## src/common/be_pkg.sv

```systemverilog
// Shared widths, encodings and packets; the 16-bit address and 8-entry counter table are fixed

package be_pkg;

  // Address and boot
  localparam int unsigned VADDR_W = 16;
  localparam logic [VADDR_W-1:0] BOOT_PC = 16'h0100;
  localparam logic [VADDR_W-1:0] PC_STEP = 16'd4;

  // Branch counter table
  localparam int unsigned BHT_IDX_W = 3;
  localparam int unsigned BHT_ELS = 1 << BHT_IDX_W;
  localparam int unsigned BHT_CTR_W = 2;
  localparam logic [BHT_CTR_W-1:0] BHT_CTR_INIT = 2'b01;

  // Command queue
  localparam int unsigned FE_CMD_ELS = 2;
  localparam int unsigned FE_CMD_PTR_W = $clog2(FE_CMD_ELS);
  localparam int unsigned FE_CMD_CNT_W = $clog2(FE_CMD_ELS + 1);

  typedef enum logic [2:0]
  {
    e_op_state_reset          = 3'd0,
    e_op_pc_redirection       = 3'd1,
    e_op_icache_fence         = 3'd2,
    e_op_icache_fill_response = 3'd3,
    e_op_attaboy              = 3'd4
  } fe_opcode_e;

  typedef enum logic [1:0]
  {
    e_subop_trap             = 2'd0,
    e_subop_eret             = 2'd1,
    e_subop_branch_mispredict = 2'd2
  } redirect_subop_e;

  typedef enum logic [1:0]
  {
    e_not_a_branch          = 2'd0,
    e_incorrect_pred_taken  = 2'd1,
    e_incorrect_pred_ntaken = 2'd2
  } mispredict_reason_e;

  typedef enum logic [1:0]
  {
    e_reset = 2'd0,
    e_boot  = 2'd1,
    e_run   = 2'd2,
    e_fence = 2'd3
  } director_state_e;

  // Instruction currently leaving issue
  typedef struct packed
  {
    logic                 v;
    logic [VADDR_W-1:0]   pc;
    logic [BHT_IDX_W-1:0] bht_idx;
  } isd_status_s;

  // Resolved branch or jump
  typedef struct packed
  {
    logic               v;
    logic               branch;
    logic               btaken;
    logic [VADDR_W-1:0] npc;
  } branch_pkt_s;

  // Commit-time events; npc is the redirect target for every flag
  typedef struct packed
  {
    logic               npc_w_v;
    logic [VADDR_W-1:0] npc;
    logic               exception;
    logic               eret;
    logic               fencei;
    logic               icache_miss;
  } commit_pkt_s;

  // Command from the back end to the front end
  typedef struct packed
  {
    fe_opcode_e           opcode;
    logic [VADDR_W-1:0]   vaddr;
    redirect_subop_e      subop;
    mispredict_reason_e   reason;
    logic                 taken;
    logic [BHT_IDX_W-1:0] bht_idx;
  } fe_cmd_s;

endpackage

```

## src/be_director/be_director.sv

```systemverilog
// Commands are offered only while cmd_ready_i is high; one command per cycle at most
`timescale 1ns/1ps

module be_director
  (
    input  logic                        clk_i,
    input  logic                        reset_i,
    input  logic                        freeze_i,
    input  be_pkg::isd_status_s         isd_status_i,
    input  be_pkg::branch_pkt_s         br_pkt_i,
    input  be_pkg::commit_pkt_s         commit_pkt_i,
    input  logic                        cmd_ready_i,
    output be_pkg::fe_cmd_s             cmd_o,
    output logic                        cmd_v_o,
    output logic [be_pkg::VADDR_W-1:0]  expected_npc_o,
    output logic                        poison_isd_o,
    output logic                        suppress_iss_o
  );

  be_pkg::director_state_e state_r;
  be_pkg::director_state_e state_n;

  logic [be_pkg::VADDR_W-1:0] npc_r;
  logic [be_pkg::VADDR_W-1:0] npc_n;
  logic                       npc_w_v;
  logic                       npc_mismatch_v;

  logic branch_pending_r;
  logic btaken_pending_r;
  logic last_was_branch;
  logic last_was_btaken;

  be_pkg::fe_cmd_s cmd_n;
  logic            cmd_req;
  logic            cmd_nonattaboy_v;

  // Commit update wins over a branch update
  assign npc_w_v = commit_pkt_i.npc_w_v | br_pkt_i.v;
  assign npc_n = commit_pkt_i.npc_w_v ? commit_pkt_i.npc : br_pkt_i.npc;

  always_ff @(posedge clk_i)
  begin
    if (reset_i)
    begin
      npc_r <= be_pkg::BOOT_PC;
    end
    else if (state_r == be_pkg::e_reset)
    begin
      // Held at the boot PC while frozen so a reboot starts clean
      npc_r <= be_pkg::BOOT_PC;
    end
    else if (npc_w_v)
    begin
      npc_r <= npc_n;
    end
  end

  assign expected_npc_o = npc_w_v ? npc_n : npc_r;

  assign npc_mismatch_v = isd_status_i.v & (expected_npc_o != isd_status_i.pc);
  assign poison_isd_o = npc_mismatch_v;

  // Branch info of the last resolved instruction, consumed by the next issue
  always_ff @(posedge clk_i)
  begin
    if (reset_i | isd_status_i.v)
    begin
      branch_pending_r <= 1'b0;
      btaken_pending_r <= 1'b0;
    end
    else if (br_pkt_i.v)
    begin
      branch_pending_r <= br_pkt_i.branch;
      btaken_pending_r <= br_pkt_i.btaken;
    end
  end

  assign last_was_branch = br_pkt_i.v ? br_pkt_i.branch : branch_pending_r;
  assign last_was_btaken = br_pkt_i.v ? br_pkt_i.btaken : btaken_pending_r;

  // Pick the highest-priority event of this cycle
  always_comb
  begin
    cmd_n = '0;
    cmd_req = 1'b0;

    if (state_r == be_pkg::e_boot)
    begin
      cmd_n.opcode = be_pkg::e_op_state_reset;
      cmd_n.vaddr = be_pkg::BOOT_PC;
      cmd_req = 1'b1;
    end
    else if (state_r == be_pkg::e_reset)
    begin
      cmd_req = 1'b0;
    end
    else if (commit_pkt_i.fencei)
    begin
      cmd_n.opcode = be_pkg::e_op_icache_fence;
      cmd_n.vaddr = commit_pkt_i.npc;
      cmd_req = 1'b1;
    end
    else if (commit_pkt_i.icache_miss)
    begin
      cmd_n.opcode = be_pkg::e_op_icache_fill_response;
      cmd_n.vaddr = commit_pkt_i.npc;
      cmd_req = 1'b1;
    end
    else if (commit_pkt_i.eret)
    begin
      cmd_n.opcode = be_pkg::e_op_pc_redirection;
      cmd_n.vaddr = commit_pkt_i.npc;
      cmd_n.subop = be_pkg::e_subop_eret;
      cmd_req = 1'b1;
    end
    else if (commit_pkt_i.exception)
    begin
      cmd_n.opcode = be_pkg::e_op_pc_redirection;
      cmd_n.vaddr = commit_pkt_i.npc;
      cmd_n.subop = be_pkg::e_subop_trap;
      cmd_req = 1'b1;
    end
    else if (npc_mismatch_v)
    begin
      cmd_n.opcode = be_pkg::e_op_pc_redirection;
      cmd_n.vaddr = expected_npc_o;
      cmd_n.subop = be_pkg::e_subop_branch_mispredict;
      cmd_n.bht_idx = isd_status_i.bht_idx;
      if (!last_was_branch)
      begin
        cmd_n.reason = be_pkg::e_not_a_branch;
      end
      else if (last_was_btaken)
      begin
        cmd_n.reason = be_pkg::e_incorrect_pred_taken;
      end
      else
      begin
        cmd_n.reason = be_pkg::e_incorrect_pred_ntaken;
      end
      cmd_req = 1'b1;
    end
    else if (isd_status_i.v & last_was_branch)
    begin
      // Prediction held up, reinforce it
      cmd_n.opcode = be_pkg::e_op_attaboy;
      cmd_n.vaddr = expected_npc_o;
      cmd_n.taken = last_was_btaken;
      cmd_n.bht_idx = isd_status_i.bht_idx;
      cmd_req = 1'b1;
    end
  end

  assign cmd_o = cmd_n;
  assign cmd_v_o = cmd_req & cmd_ready_i;
  assign cmd_nonattaboy_v = cmd_v_o & (cmd_n.opcode != be_pkg::e_op_attaboy);

  // Queue still backed up after a redirect
  assign suppress_iss_o = (state_r == be_pkg::e_fence) & ~cmd_ready_i;

  always_comb
  begin
    case (state_r)
      be_pkg::e_reset: state_n = freeze_i ? be_pkg::e_reset : be_pkg::e_boot;
      be_pkg::e_boot:  state_n = cmd_v_o ? be_pkg::e_run : be_pkg::e_boot;
      be_pkg::e_run:
      begin
        if (freeze_i)
        begin
          state_n = be_pkg::e_reset;
        end
        else if (cmd_nonattaboy_v)
        begin
          state_n = be_pkg::e_fence;
        end
        else
        begin
          state_n = be_pkg::e_run;
        end
      end
      be_pkg::e_fence: state_n = suppress_iss_o ? be_pkg::e_fence : be_pkg::e_run;
      default:         state_n = be_pkg::e_reset;
    endcase
  end

  always_ff @(posedge clk_i)
  begin
    if (reset_i)
    begin
      state_r <= be_pkg::e_reset;
    end
    else
    begin
      state_r <= state_n;
    end
  end

endmodule

```

## src/rtl/fe_cmd_fifo.sv

```systemverilog
// A write while full is ignored, so v_i must follow ready_o
`timescale 1ns/1ps

module fe_cmd_fifo
  (
    input  logic            clk_i,
    input  logic            reset_i,
    input  be_pkg::fe_cmd_s data_i,
    input  logic            v_i,
    output logic            ready_o,
    output be_pkg::fe_cmd_s data_o,
    output logic            v_o,
    input  logic            yumi_i,
    output logic            full_o
  );

  be_pkg::fe_cmd_s mem_r [be_pkg::FE_CMD_ELS];

  logic [be_pkg::FE_CMD_PTR_W-1:0] wr_ptr_r;
  logic [be_pkg::FE_CMD_PTR_W-1:0] rd_ptr_r;
  logic [be_pkg::FE_CMD_CNT_W-1:0] count_r;
  logic                            wr_v;
  logic                            rd_v;

  assign ready_o = (count_r != be_pkg::FE_CMD_CNT_W'(be_pkg::FE_CMD_ELS));
  assign full_o = ~ready_o;
  assign v_o = (count_r != '0);
  assign data_o = mem_r[rd_ptr_r];

  assign wr_v = v_i & ready_o;
  assign rd_v = yumi_i & v_o;

  // Entry storage
  always_ff @(posedge clk_i)
  begin
    if (wr_v)
    begin
      mem_r[wr_ptr_r] <= data_i;
    end
  end

  always_ff @(posedge clk_i)
  begin
    if (reset_i)
    begin
      wr_ptr_r <= '0;
      rd_ptr_r <= '0;
      count_r <= '0;
    end
    else
    begin
      if (wr_v)
      begin
        wr_ptr_r <= (wr_ptr_r == be_pkg::FE_CMD_PTR_W'(be_pkg::FE_CMD_ELS - 1))
                    ? '0 : wr_ptr_r + 1'b1;
      end
      if (rd_v)
      begin
        rd_ptr_r <= (rd_ptr_r == be_pkg::FE_CMD_PTR_W'(be_pkg::FE_CMD_ELS - 1))
                    ? '0 : rd_ptr_r + 1'b1;
      end
      // Simultaneous write and read leave the count unchanged
      if (wr_v & ~rd_v)
      begin
        count_r <= count_r + 1'b1;
      end
      else if (rd_v & ~wr_v)
      begin
        count_r <= count_r - 1'b1;
      end
    end
  end

endmodule

```

## src/rtl/fe_pc_gen.sv

```systemverilog
// Fetch is sequential by 4 bytes; no predicted-taken redirect, counters only train and report
`timescale 1ns/1ps

module fe_pc_gen
  (
    input  logic                          clk_i,
    input  logic                          reset_i,
    input  be_pkg::fe_cmd_s               cmd_i,
    input  logic                          cmd_v_i,
    output logic                          cmd_yumi_o,
    input  logic                          fetch_stall_i,
    input  logic [be_pkg::BHT_IDX_W-1:0]  bht_query_idx_i,
    output logic [be_pkg::VADDR_W-1:0]    fetch_pc_o,
    output logic                          fetch_v_o,
    output logic                          pred_taken_o
  );

  logic [be_pkg::BHT_CTR_W-1:0] bht_r [be_pkg::BHT_ELS];
  logic [be_pkg::BHT_CTR_W-1:0] ctr_cur;
  logic [be_pkg::BHT_CTR_W-1:0] ctr_next;
  logic [be_pkg::VADDR_W-1:0]   fetch_pc_r;
  logic                         fetch_v_r;
  logic                         is_attaboy;
  logic                         is_state_reset;
  logic                         is_mispredict;
  logic                         ctr_inc;
  logic                         ctr_dec;

  // Head is consumed whenever fetch is not stalled
  assign cmd_yumi_o = cmd_v_i & ~fetch_stall_i;

  assign is_attaboy = (cmd_i.opcode == be_pkg::e_op_attaboy);
  assign is_state_reset = (cmd_i.opcode == be_pkg::e_op_state_reset);
  assign is_mispredict = (cmd_i.opcode == be_pkg::e_op_pc_redirection)
                       & (cmd_i.subop == be_pkg::e_subop_branch_mispredict);

  // Training direction
  always_comb
  begin
    ctr_inc = 1'b0;
    ctr_dec = 1'b0;
    if (cmd_yumi_o & is_attaboy)
    begin
      ctr_inc = cmd_i.taken;
      ctr_dec = ~cmd_i.taken;
    end
    else if (cmd_yumi_o & is_mispredict)
    begin
      // Not-a-branch leaves the counter alone
      ctr_inc = (cmd_i.reason == be_pkg::e_incorrect_pred_ntaken);
      ctr_dec = (cmd_i.reason == be_pkg::e_incorrect_pred_taken);
    end
  end

  assign ctr_cur = bht_r[cmd_i.bht_idx];

  // Saturating update
  always_comb
  begin
    ctr_next = ctr_cur;
    if (ctr_inc && (ctr_cur != '1))
    begin
      ctr_next = ctr_cur + 1'b1;
    end
    else if (ctr_dec && (ctr_cur != '0))
    begin
      ctr_next = ctr_cur - 1'b1;
    end
  end

  always_ff @(posedge clk_i)
  begin
    if (reset_i)
    begin
      fetch_v_r <= 1'b0;
      fetch_pc_r <= '0;
    end
    else
    begin
      if (cmd_yumi_o & ~is_attaboy)
      begin
        fetch_pc_r <= cmd_i.vaddr;
      end
      else if (fetch_v_r & ~fetch_stall_i)
      begin
        fetch_pc_r <= fetch_pc_r + be_pkg::PC_STEP;
      end
      if (cmd_yumi_o & is_state_reset)
      begin
        fetch_v_r <= 1'b1;
      end
    end
  end

  // Counters start weakly not-taken
  always_ff @(posedge clk_i)
  begin
    if (reset_i | (cmd_yumi_o & is_state_reset))
    begin
      for (int i = 0; i < be_pkg::BHT_ELS; i++)
      begin
        bht_r[i] <= be_pkg::BHT_CTR_INIT;
      end
    end
    else if (ctr_inc | ctr_dec)
    begin
      bht_r[cmd_i.bht_idx] <= ctr_next;
    end
  end

  assign fetch_pc_o = fetch_pc_r;
  assign fetch_v_o = fetch_v_r;
  assign pred_taken_o = bht_r[bht_query_idx_i][be_pkg::BHT_CTR_W-1];

endmodule

```

## src/rtl/be_fe_top.sv

```systemverilog
// Issue, branch and commit inputs are sampled every cycle; keep events off while fe_cmd_full_o
`timescale 1ns/1ps

module be_fe_top
  (
    input  logic                          clk_i,
    input  logic                          reset_i,
    input  logic                          freeze_i,
    input  be_pkg::isd_status_s           issue_status_i,
    input  be_pkg::branch_pkt_s           br_pkt_i,
    input  be_pkg::commit_pkt_s           commit_pkt_i,
    input  logic                          fetch_stall_i,
    input  logic [be_pkg::BHT_IDX_W-1:0]  bht_query_idx_i,
    output logic [be_pkg::VADDR_W-1:0]    expected_npc_o,
    output logic                          poison_isd_o,
    output logic                          suppress_iss_o,
    output logic                          fe_cmd_full_o,
    output logic [be_pkg::VADDR_W-1:0]    fetch_pc_o,
    output logic                          fetch_v_o,
    output logic                          pred_taken_o
  );

  be_pkg::fe_cmd_s dir_cmd;
  logic            dir_cmd_v;
  logic            fifo_ready;
  be_pkg::fe_cmd_s fe_cmd;
  logic            fe_cmd_v;
  logic            fe_cmd_yumi;

  be_director be_director_inst
  (
    .clk_i          (clk_i),
    .reset_i        (reset_i),
    .freeze_i       (freeze_i),
    .isd_status_i   (issue_status_i),
    .br_pkt_i       (br_pkt_i),
    .commit_pkt_i   (commit_pkt_i),
    .cmd_ready_i    (fifo_ready),
    .cmd_o          (dir_cmd),
    .cmd_v_o        (dir_cmd_v),
    .expected_npc_o (expected_npc_o),
    .poison_isd_o   (poison_isd_o),
    .suppress_iss_o (suppress_iss_o)
  );

  fe_cmd_fifo fe_cmd_fifo_inst
  (
    .clk_i   (clk_i),
    .reset_i (reset_i),
    .data_i  (dir_cmd),
    .v_i     (dir_cmd_v),
    .ready_o (fifo_ready),
    .data_o  (fe_cmd),
    .v_o     (fe_cmd_v),
    .yumi_i  (fe_cmd_yumi),
    .full_o  (fe_cmd_full_o)
  );

  fe_pc_gen fe_pc_gen_inst
  (
    .clk_i           (clk_i),
    .reset_i         (reset_i),
    .cmd_i           (fe_cmd),
    .cmd_v_i         (fe_cmd_v),
    .cmd_yumi_o      (fe_cmd_yumi),
    .fetch_stall_i   (fetch_stall_i),
    .bht_query_idx_i (bht_query_idx_i),
    .fetch_pc_o      (fetch_pc_o),
    .fetch_v_o       (fetch_v_o),
    .pred_taken_o    (pred_taken_o)
  );

endmodule

```

## config.mk

```make
export PLATFORM = sky130hd
export DESIGN_NAME = be_fe_top
export DESIGN_NICKNAME = d
export VERILOG_FILES = /design/src/common/be_pkg.sv /design/src/be_director/be_director.sv /design/src/rtl/fe_cmd_fifo.sv /design/src/rtl/fe_pc_gen.sv /design/src/rtl/be_fe_top.sv
export SDC_FILE = /design/constraint.sdc
export NUM_CORES = 1
export LEC_CHECK = 0
export BUFFER_PORTS_ARGS = -buffer_cell sky130_fd_sc_hd__buf_2
export CORE_ASPECT_RATIO = 1.75
export CORE_MARGIN = 2
export CORE_UTILIZATION = 45
export DETAILED_ROUTE_END_ITERATION = 6
export PLACE_DENSITY = 0.68
export SYNTH_ARGS = -nofsm -noshare
export SYNTH_HDL_FRONTEND = slang
export SYNTH_HIERARCHICAL = 1
export SYNTH_SLANG_ARGS = --single-unit
export TNS_END_PERCENT = 50
```

## constraint.sdc

```tcl
create_clock -name clk_i -period 8.4 [get_ports clk_i]
set_input_delay 0.84 -clock clk_i [delete_from_list [all_inputs] [get_ports clk_i]]
set_output_delay 0.84 -clock clk_i [all_outputs]
set_load 0.02 [all_outputs]
```

==> results.tsv <==
stage	metric	value	unit
finish	nets	732	
finish	n_antenna_cell	0	
detailed_routing	drc	0	
yosys	synth-edff-count	70	
global_route	track_usage	18.85	%
worst_setup_path	critical_path_peak_fanout	31	
global_route	grt_antenna_before_repair	0	
clock_tree	h-tree-depth	3	
sta	relSlewSlack	21.79	%
floorplan	core_area	13690	sq um
sta	finalClockSkew	0.007383	ns
finish	finish.instance_area	7122	sq um
detailed_routing	routedWlPerCell	16.10	microns
detailed_routing	finalWirelength	13.57	mm
yosys	yosysWarnings	6	
global_route	grt_overflow	0	
floorplan	pin_count	104	
worst_setup_path	critPathRequiredTime	7.56	ns
power	ir_drop	0.1366	mV
power	power_leakage	0.002772	uW
place	port_buffers	103	
global_route	first_global_vias	4773	
yosys	ys_ff_latch	112	
yosys	syn_area_per_cell	10.87	sq um
power	p_per_area	233.8	nW/um^2
sta	finalSetupViolCount	0	
sta	final.period_utilization	52.22	%
place	dp_hpwl	10.26	mm
worst_setup_path	cp_data_arrival_time	3.55	ns
sta	finalMaxSlewViolations	0	
clock_tree	clockBufferDepth	2	
hold_path	hold_path.class	flip-flop to flip-flop	
finish	area_growth	14.14	%
sta	rsz0062_at_grt	no	
yosys	yosysUniqueCellTypes	65	
sta	final.setup.worst_slack	4.014	ns
floorplan	fp.dieH	159.8	microns
worst_setup_path	critPathCaptureType	output pin	
detailed_routing	vias_per_cell	5.599	
clock_tree	cts_tree	done	
detailed_routing	via_count	4720	
floorplan	rows	57	
sta	finalHoldViolCount	0	
global_route	grt_max_degree	79	
place	gp_congestion	0.9225	
clock_tree	clk_latency	0.35	ns
yosys	synthCells	574	
yosys	synth_nets	645	
yosys	ys_seq_area_share	47.16	%
clock_tree	clkSlewWorstSetupHoldPaths	0.07	ns
worst_setup_path	reg2reg_depth	10	
place	place_area	6812	sq um
clock_tree	postCtsSetupBuffers	0	
worst_setup_path	crit_start	br_pkt_i[18]	
global_route	grt_pass1_wl	22.52	mm
sta	setup_tns	0	ns
worst_setup_path	cp-start-kind	input port	
detailed_routing	initialDrtViolationCount	248	
clock_tree	cts_resized	0	
floorplan	start_util	45.57	%
yosys	synthesis.area	6240	sq um
job	maxCapViolations	0	
worst_setup_path	reg2reg_to	fe_pc_gen_inst/bht_r[2][0]$_SDFFCE_PN1P_	
clock_tree	postCtsHoldBufs	0	
yosys	async_flop_share	0	%
worst_setup_path	rrSetupSlack	4.96	ns
outcome	status	complete, no violations	
yosys	synthFlopType	edfxtp_1	
detailed_routing	drt.antenna.violating_nets	0	
finish	fillers	1253	
detailed_routing	drt-pass1-iter-count	5	
floorplan	die_w	93.02	microns
place	place_worst_setup_slack	3.805	ns
sta	fin_crit	4.386	ns
clock_tree	cts_buffers	9	
sta	tightest_slew	1.173	ns
finish	drive_gt1_share	30.78	%
sta	fmax	228.0	MHz
clock_tree	cts-root-buf	clkbuf_16	
floorplan	dieArea	14860	sq um
clock_tree	cts.sinks	112	
worst_setup_path	cp-endpoint	poison_isd_o	
worst_setup_path	critPathKind	input port to output pin	
[through the flow]
step,hold slack (ns),util [%],total power [uW],instances
6_report,0.4929,52.01,1665,843
5_1_grt,0.5244,52.01,1750,843
4_1_cts,0.4984,52.01,1678,843
3_5_place_dp,0.4878,49.74,1239,827
3_3_place_gp,0.4721,49.74,1227,827
2_1_floorplan,0.4515,-,1109,574
[cells by family after synthesis]
kind of cell               Yosys count  synth area share, %
and+or+nand+nor                    188                16.40
AOI/OAI and AO/OA                  114                13.88
DFF                                112                47.16
muxes                               70                14.02
buffers and inverters               69                5.354
xor gates and xnor gates            17                2.386
adders and majority gates            4               0.8021
[synthesized netlist by cell type (all sizes together), types with 13 or more instances]
cell | number | area [sq um]
a211oi | 15 | 112.6
buf | 16 | 135.1
clkbuf | 14 | 52.55
dfxtp | 42 | 840.8
edfxtp | 70 | 2102
inv | 39 | 146.4
mux2 | 42 | 503.0
mux2i | 22 | 236.5
nand2 | 39 | 146.4
nand2b | 20 | 132.6
nand3 | 13 | 65.06
nand4 | 14 | 87.58
nor2 | 50 | 187.7
nor3 | 13 | 106.4
o211ai | 32 | 282.8
o21ai | 32 | 160.2
o31ai | 17 | 162.6
xor2 | 14 | 122.6
[state kept, by name (all words and copies together), names as in the netlist, 2 cells and up, named ones only]
| signal | cells |
|---|---|
| be_director_inst/npc_r | 16 |
| be_director_inst/state_r | 2 |
| fe_cmd_fifo_inst/count_r | 2 |
| fe_pc_gen_inst/bht_r | 16 |
| fe_pc_gen_inst/fetch_pc_o | 16 |
| fe_cmd_fifo_inst/mem_r | 54 |
[how the worst min path moves through the flow]
stage | slack [ns] | end | cells after the start | startpoint
2_1_floorplan | 0.45 | fe_cmd_fifo_inst/wr_ptr_r$_SDFFE_PP0P_ | 2 | fe_cmd_fifo_inst/wr_ptr_r$_SDFFE_PP0P_
3_3_place_gp | 0.47 | fe_cmd_fifo_inst/wr_ptr_r$_SDFFE_PP0P_ | 2 | fe_cmd_fifo_inst/wr_ptr_r$_SDFFE_PP0P_
3_5_place_dp | 0.49 | fe_cmd_fifo_inst/wr_ptr_r$_SDFFE_PP0P_ | 2 | fe_cmd_fifo_inst/wr_ptr_r$_SDFFE_PP0P_
4_1_cts | 0.50 | fe_cmd_fifo_inst/wr_ptr_r$_SDFFE_PP0P_ | 2 | fe_cmd_fifo_inst/wr_ptr_r$_SDFFE_PP0P_
5_1_grt | 0.52 | fe_cmd_fifo_inst/wr_ptr_r$_SDFFE_PP0P_ | 2 | fe_cmd_fifo_inst/wr_ptr_r$_SDFFE_PP0P_
6_report | 0.49 | fe_cmd_fifo_inst/wr_ptr_r$_SDFFE_PP0P_ | 2 | fe_cmd_fifo_inst/wr_ptr_r$_SDFFE_PP0P_
[final cells by class]
| cell class | instances | area (sq um) | area share (%) |
|---|---|---|---|
| clock buffers | 12 | 256.5 | 3.602 |
| clock inverters | 4 | 53.80 | 0.7554 |
| inverters | 39 | 146.4 | 2.056 |
| multi-input cells | 393 | 2963 | 41.60 |
| flip-flops and latches | 112 | 2943 | 41.32 |
| well taps | 177 | 221.5 | 3.110 |
| repair buffers | 106 | 538.0 | 7.554 |
[placed cells by master (no fill, tap or decap), types with 5 or more instances in the layout]
master / instances
a211oi_1: 15
a21oi_1: 5
buf_2: 103
clkbuf_16: 9
dfxtp_1: 42
edfxtp_1: 70
inv_1: 38
mux2_2: 34
mux2_4: 8
mux2i_1: 20
mux4_2: 6
nand2_1: 39
nand2b_1: 19
nand3_1: 13
nand4_1: 14
nor2_1: 50
nor2b_1: 8
nor3_1: 6
nor3_2: 6
nor3b_1: 5
o211ai_1: 27
o21ai_0: 24
o21ai_1: 8
o31ai_1: 10
o31ai_2: 7
xor2_1: 14
[metal layers]
layer  wire length [microns]  part of all wire [%]  track usage, %
met1                    5387                    40           21.37
met2                    7281                    54           34.62
met3                     539                   4.0           2.783
met4                     364                   2.7           7.821
met5                       0                     0               0
[critical path, stage by stage]
cell and delay (ns):
buf_2 0.67, mux2_2 0.43, o211ai_1 0.17, nand4_1 0.18, or4_4 0.61, o21ai_0 0.40
inv_1 0.07, buf_2 0.17
[report_power, final]
group,internal [uW],switching [uW]
logic,197,292
clock network,248,188
registers,687,52.5
No activity file was read; power rests on OpenSTA's default activity.
